### src/source/mem_config.svh
`ifndef MEM_CONFIG_SVH
`define MEM_CONFIG_SVH

// Byte address width on every port
`define MEM_ADDR_W 32

// Array sizes in 32-bit words
`define DMEM_DEPTH 1024 // 4 KiB main memory
`define BMEM_DEPTH 256  // 1 KiB boot memory

// Boot region at 0x1000_0000, decoded on the top nibble of the fetch address
`define BMEM_SEL_ADDR_HIGH 31
`define BMEM_SEL_ADDR_LOW  28
`define BMEM_ADDR_MATCH    4'h1

`endif

### src/source/mem_pkg.sv
package mem_pkg;

`include "mem_config.svh"

    // Byte address as seen by every requester
    typedef logic [`MEM_ADDR_W-1:0] addr_t;

    typedef logic [31:0] word_t;    // Fixed data word
    typedef logic [3:0]  byte_sel_t; // One enable per byte lane

    // Holder of the main memory data port for the access in flight
    typedef enum logic [1:0] {
        OWNER_NONE = 2'b00,
        OWNER_LSU  = 2'b01,
        OWNER_MMU  = 2'b10
    } dmem_owner_e;

    // Memory serving the fetch in flight
    typedef enum logic [1:0] {
        FETCH_NONE = 2'b00,
        FETCH_DMEM = 2'b01,
        FETCH_BMEM = 2'b10
    } fetch_src_e;

endpackage : mem_pkg

### src/source/mem_bus_if.sv
`timescale 1ns/1ps

interface mem_bus_if
    import mem_pkg::*;
();

    addr_t     addr;     // Byte address
    word_t     w_data;
    byte_sel_t sel_byte; // Write lane enables
    logic      w_en;
    logic      stb;      // One access per high cycle
    word_t     r_data;   // Valid with ack
    logic      ack;

    modport requester (
        output addr, w_data, sel_byte, w_en, stb,
        input  r_data, ack
    );

    modport memory (
        input  addr, w_data, sel_byte, w_en, stb,
        output r_data, ack
    );

endinterface : mem_bus_if

### src/source/mem_port_router.sv
`timescale 1ns/1ps
`include "mem_config.svh"

module mem_port_router
    import mem_pkg::*;
(
    input  logic      clk,
    input  logic      rst_n_i,

    input  addr_t     dbus_addr_i,
    input  word_t     dbus_w_data_i,
    input  byte_sel_t dbus_sel_byte_i,
    input  logic      dbus_w_en_i,
    input  logic      dbus_stb_i,
    input  logic      dmem_sel_i,

    input  addr_t     mmu_paddr_i,
    input  logic      mmu_r_req_i,
    output word_t     mmu_r_data_o,
    output logic      mmu_r_valid_o,

    mem_bus_if.requester dmem,

    output word_t     dmem_r_data_o,
    output logic      dmem_ack_o,

    input  logic      if_req_i,
    input  addr_t     if_addr_i,
    output logic      dmem_if_req_o,
    output logic      bmem_if_req_o,
    input  word_t     dmem_if_r_data_i,
    input  logic      dmem_if_ack_i,
    input  word_t     bmem_if_r_data_i,
    input  logic      bmem_if_ack_i,
    output word_t     if_r_data_o,
    output logic      if_ack_o
);

    dmem_owner_e owner_q;
    fetch_src_e  fetch_src_q;
    logic        bmem_match;
    logic        lsu_grant;
    logic        mmu_grant;

    assign bmem_match = (if_addr_i[`BMEM_SEL_ADDR_HIGH:`BMEM_SEL_ADDR_LOW] == `BMEM_ADDR_MATCH);
    assign bmem_if_req_o = if_req_i & bmem_match;
    assign dmem_if_req_o = if_req_i & ~bmem_match;

    // MMU holds its request until valid, so skip the edge where its read is still in flight
    assign lsu_grant = dmem_sel_i & dbus_stb_i;
    assign mmu_grant = mmu_r_req_i & ~dmem_sel_i & (owner_q != OWNER_MMU);

    always_comb begin
        dmem.addr     = '0;
        dmem.w_data   = '0;
        dmem.sel_byte = '0;
        dmem.w_en     = 1'b0;
        dmem.stb      = 1'b0;
        if (dmem_sel_i) begin // Load/store always wins
            dmem.addr     = dbus_addr_i;
            dmem.w_data   = dbus_w_data_i;
            dmem.sel_byte = dbus_sel_byte_i;
            dmem.w_en     = dbus_w_en_i;
            dmem.stb      = dbus_stb_i;
        end else if (mmu_grant) begin
            dmem.addr = mmu_paddr_i; // Plain read, no lanes
            dmem.stb  = 1'b1;
        end
    end

    always_ff @(posedge clk or negedge rst_n_i) begin
        if (!rst_n_i) begin
            owner_q     <= OWNER_NONE;
            fetch_src_q <= FETCH_NONE;
        end else begin
            if (lsu_grant)      owner_q <= OWNER_LSU;
            else if (mmu_grant) owner_q <= OWNER_MMU;
            else                owner_q <= OWNER_NONE;

            if (!if_req_i)       fetch_src_q <= FETCH_NONE;
            else if (bmem_match) fetch_src_q <= FETCH_BMEM;
            else                 fetch_src_q <= FETCH_DMEM;
        end
    end

    // Responses follow the recorded owner, never the live selects
    assign dmem_ack_o    = dmem.ack & (owner_q == OWNER_LSU);
    assign dmem_r_data_o = (owner_q == OWNER_LSU) ? dmem.r_data : '0;
    assign mmu_r_valid_o = dmem.ack & (owner_q == OWNER_MMU);
    assign mmu_r_data_o  = (owner_q == OWNER_MMU) ? dmem.r_data : '0;

    always_comb begin
        case (fetch_src_q)
            FETCH_DMEM: begin
                if_r_data_o = dmem_if_r_data_i;
                if_ack_o    = dmem_if_ack_i;
            end
            FETCH_BMEM: begin
                if_r_data_o = bmem_if_r_data_i;
                if_ack_o    = bmem_if_ack_i;
            end
            default: begin
                if_r_data_o = '0;
                if_ack_o    = 1'b0;
            end
        endcase
    end

endmodule : mem_port_router

### src/flat_wrapper.sv
// flat-port wrapper written by rule: the top's interface ports become plain ports
module mem_port_router_flat import mem_pkg::*;
  (clk, rst_n_i, dbus_addr_i, dbus_w_data_i, dbus_sel_byte_i, dbus_w_en_i, dbus_stb_i, dmem_sel_i, mmu_paddr_i, mmu_r_req_i, mmu_r_data_o, mmu_r_valid_o, dmem_r_data_o, dmem_ack_o, if_req_i, if_addr_i, dmem_if_req_o, bmem_if_req_o, dmem_if_r_data_i, dmem_if_ack_i, bmem_if_r_data_i, bmem_if_ack_i, if_r_data_o, if_ack_o, dmem_addr, dmem_w_data, dmem_sel_byte, dmem_w_en, dmem_stb, dmem_r_data, dmem_ack);
  mem_bus_if dmem_i ();
  input  logic clk;
  input  logic rst_n_i;
  input  addr_t dbus_addr_i;
  input  word_t dbus_w_data_i;
  input  byte_sel_t dbus_sel_byte_i;
  input  logic dbus_w_en_i;
  input  logic dbus_stb_i;
  input  logic dmem_sel_i;
  input  addr_t mmu_paddr_i;
  input  logic mmu_r_req_i;
  output word_t mmu_r_data_o;
  output logic mmu_r_valid_o;
  output word_t dmem_r_data_o;
  output logic dmem_ack_o;
  input  logic if_req_i;
  input  addr_t if_addr_i;
  output logic dmem_if_req_o;
  output logic bmem_if_req_o;
  input  word_t dmem_if_r_data_i;
  input  logic dmem_if_ack_i;
  input  word_t bmem_if_r_data_i;
  input  logic bmem_if_ack_i;
  output word_t if_r_data_o;
  output logic if_ack_o;
  output wire logic [$bits(dmem_i.addr)-1:0] dmem_addr;
  output wire logic [$bits(dmem_i.w_data)-1:0] dmem_w_data;
  output wire logic [$bits(dmem_i.sel_byte)-1:0] dmem_sel_byte;
  output wire logic [$bits(dmem_i.w_en)-1:0] dmem_w_en;
  output wire logic [$bits(dmem_i.stb)-1:0] dmem_stb;
  input wire logic [$bits(dmem_i.r_data)-1:0] dmem_r_data;
  input wire logic [$bits(dmem_i.ack)-1:0] dmem_ack;
  assign dmem_addr = dmem_i.addr;
  assign dmem_w_data = dmem_i.w_data;
  assign dmem_sel_byte = dmem_i.sel_byte;
  assign dmem_w_en = dmem_i.w_en;
  assign dmem_stb = dmem_i.stb;
  assign dmem_i.r_data = dmem_r_data;
  assign dmem_i.ack = dmem_ack;
  mem_port_router u_core (.clk(clk), .rst_n_i(rst_n_i), .dbus_addr_i(dbus_addr_i), .dbus_w_data_i(dbus_w_data_i), .dbus_sel_byte_i(dbus_sel_byte_i), .dbus_w_en_i(dbus_w_en_i), .dbus_stb_i(dbus_stb_i), .dmem_sel_i(dmem_sel_i), .mmu_paddr_i(mmu_paddr_i), .mmu_r_req_i(mmu_r_req_i), .mmu_r_data_o(mmu_r_data_o), .mmu_r_valid_o(mmu_r_valid_o), .dmem(dmem_i), .dmem_r_data_o(dmem_r_data_o), .dmem_ack_o(dmem_ack_o), .if_req_i(if_req_i), .if_addr_i(if_addr_i), .dmem_if_req_o(dmem_if_req_o), .bmem_if_req_o(bmem_if_req_o), .dmem_if_r_data_i(dmem_if_r_data_i), .dmem_if_ack_i(dmem_if_ack_i), .bmem_if_r_data_i(bmem_if_r_data_i), .bmem_if_ack_i(bmem_if_ack_i), .if_r_data_o(if_r_data_o), .if_ack_o(if_ack_o));
endmodule
### config.mk
export PLATFORM = sky130hd
export DESIGN_NAME = mem_port_router_flat
export DESIGN_NICKNAME = d
export VERILOG_FILES = /design/src/source/mem_pkg.sv /design/src/source/mem_bus_if.sv /design/src/source/mem_port_router.sv /design/src/flat_wrapper.sv
export VERILOG_INCLUDE_DIRS = /design/src /design/src/source
export SDC_FILE = /design/constraint.sdc
export NUM_CORES = 1
export LEC_CHECK = 0
export BUFFER_PORTS_ARGS = -buffer_cell sky130_fd_sc_hd__buf_2
export CAP_MARGIN = 20
export CORE_AREA = 2 2 160 162
export DETAILED_ROUTE_END_ITERATION = 6
export DIE_AREA = 0 0 162 164
export PLACE_DENSITY = 0.47
export SLEW_MARGIN = 30
export SYNTH_ARGS = -nofsm -noshare
export SYNTH_HDL_FRONTEND = slang
export SYNTH_SLANG_ARGS = --single-unit
### constraint.sdc
create_clock -name clk -period 1.4 [get_ports clk]
set_clock_uncertainty 0.05 [all_clocks]
set_input_delay 0.28 -clock clk [delete_from_list [all_inputs] [get_ports clk]]
set_output_delay 0.28 -clock clk [all_outputs]
set_load 0.02 [all_outputs]
==> metrics.txt <==
FF+latch area around 100 µm²; residual DRC count 0; detailed-route via count between 3,000 and 4,000; Crit path arrival time 1.50 ns; fmax roughly 550 MHz; clk slew on worst S/H paths around 0.030 ns; Post-Syn Area per Cell about 7.0 µm²; worst-skew pair later-pin latency 0.22 ns; Via density 3.68; GRT Total Usage under 10%; number of synthesized register bits 4; first-pass GRT wire length 19,200 µm; Final period util 131%; Leakage between 3 and 4 nW; Rel. slew slack about four fifths; PD cells roughly 400 nW/µm²; # IOs 409; CTS tree done; core area 24,800 µm²; filler instances ~2,600; TritonCTS Sinks 4; H-tree levels 1; CP Max Fanout 9; P&R area growth vs syn 209%; largest net degree at the start of global routing 31; VDD IR max about 400 µV; Synth Net Count 560; kind of critical path reg -> out; register area share after synthesis under 10%; 1st-iter DRT viols between 70 and 80; final antenna diode count 0; CP Capture Type output pin; total congestion overflow 0; Die ar. roughly 27,000 µm²; Final Hold Fails 0; die height between 150 and 200 µm; final wirelength around 14,000 µm; DP Wirelength around 11,000 µm; Yosys cell types 21; DR WL/cell 13.6 µm; Synth Instances 320; GPL Wtd Cong between 0.7 and 0.8; drt pass-1 iters 4; Min-Delay Path Class in -> reg; Die X approximately 160 µm; Min Clock Period, post-route ~1.8 ns; post-route ant nets 0; max cap viols 0; TNS Setup -42.62 ns; Synth Cell Area ~2200 µm²; commonest non-fill, non-tap cell in the layout buf_2; initial antenna violation count 1; number of buffers added on ports 380; Final Core Density between 20% and 30%; status complete, but fails checks; vias in the first global route about 3,900; nets 968; startpoint class of the critical path register; Bufs on Longest Clock Path 2; footprint of the multi-input gates about 2600 µm²; Clock Tree Root clkbuf_16; RSZ-0062 raised after global routing true; # setup viols final 132; Final Max Tran Viols 0; share of cells above drive strength 1 ~81%; violated checks setup timing; YS warnings 0; most frequent cells in the layout 245 x buf_2, 105 x buf_6, 60 x and2_1; post-route setup slack -0.429 ns; critical path data required time between 1 and 1.5 ns; row cnt 58; measured slew at the worst slew-check pin 0.329 ns; starting density of the core a little under a tenth; TritonCTS Buffers 3
[metal layers]
layer  vias to the layer above  global-route usage (%)  part of all wire [%]
li1                       1884                       -                     -
met1                      1772                    9.65                    35
met2                       219                    18.5                    56
met3                        10                    1.72                   8.3
met4                         2                   0.885                  0.70
met5                         -                       0                 0.091
[synth_stat cells, drive strengths merged]
cell	instances	area, µm²
buf	25	213
inv	36	135
dfrtp	4	100
nor2b	2	20.0
ha	2	25.0
nand2	33	124
nor4b	1	8.76
and2	104	651
nor3	1	5.00
a22oi	33	248
nor2	33	124
clkbuf	12	52.6
and2b	1	7.51
o41ai	32	521
o31ai	1	7.51
[registers in the layout, indices dropped and copies added, names as in the netlist]
| register | cells |
|---|---|
| u_core.fetch_src_q | 2 |
| u_core.owner_q | 2 |
[critical path, stage by stage, from the launching register on]
cell and delay, ns:
dfrtp_1 0.41, ha_4 0.22, buf_12 0.16, a22oi_1 0.29, nor2_4 0.04, buf_4 0.16
[final timing paths]
kind	startpoint	to	slack, ns	depth (start not counted)
min	if_req_i	u_core.fetch_src_q[0]	0.30	2
max reg2reg	u_core.owner_q[0]	u_core.owner_q[1]	0.23	4
max in group asynchronous	rst_n_i	u_core.fetch_src_q[1]	0.76	2
min in group asynchronous	rst_n_i	u_core.owner_q[0]	0.39	2
max	u_core.fetch_src_q[0]	if_r_data_o[26]	-0.43	5
min reg2reg	u_core.owner_q[0]	u_core.owner_q[1]	0.88	4
[through the flow]
stage | area, µm² | worst slack (ns) | power [mW] | std cells | hold WS, ns
CTS | 6480 | -0.446 | 2.71 | 1050 | 0.289
floorplan | 2880 | -0.106 | 1.18 | 320 | -0.0656
detailed placement | 5380 | -0.321 | 1.89 | 1033 | 0.0637
finish | 6920 | -0.429 | 2.80 | 1056 | 0.296
global placement | 5380 | -0.331 | 1.89 | 1033 | 0.0622
global route | 6920 | -0.480 | 2.96 | 1056 | 0.297
[cell type report]
cell class,instances,share of cell area (%)
timing repair buffer,440,51.3
multi-input combinational,243,38.2
tap,330,5.96
inverter,36,1.97
sequential,4,1.45
clock buffer,3,1.08
[logic make-up after synthesis]
family	count (synthesis)	share of synthesized area, %
adders and majority gates	2	1.12
AOI/OAI and AO/OA	66	34.6
and+or+nand+nor	175	41.9
buffers and inverters	73	17.9
DFF	4	4.47
[where the power goes]
part           switching (mW)  internal, mW  total, mW
registers             0.00464         0.122      0.126
logic                    1.09          1.14       2.23
clock network          0.0808         0.365      0.446
[timing repair]
action                                 CTS  global route
endpoints found under the hold margin    4             0
cloned                                   5             4
gates resized for setup                242           114
setup endpoints to repair              164           163
pin swaps                               27            28
hold buffers                             1             0
buffers inserted                        11             4
Power figures use the tool's default switching activity.
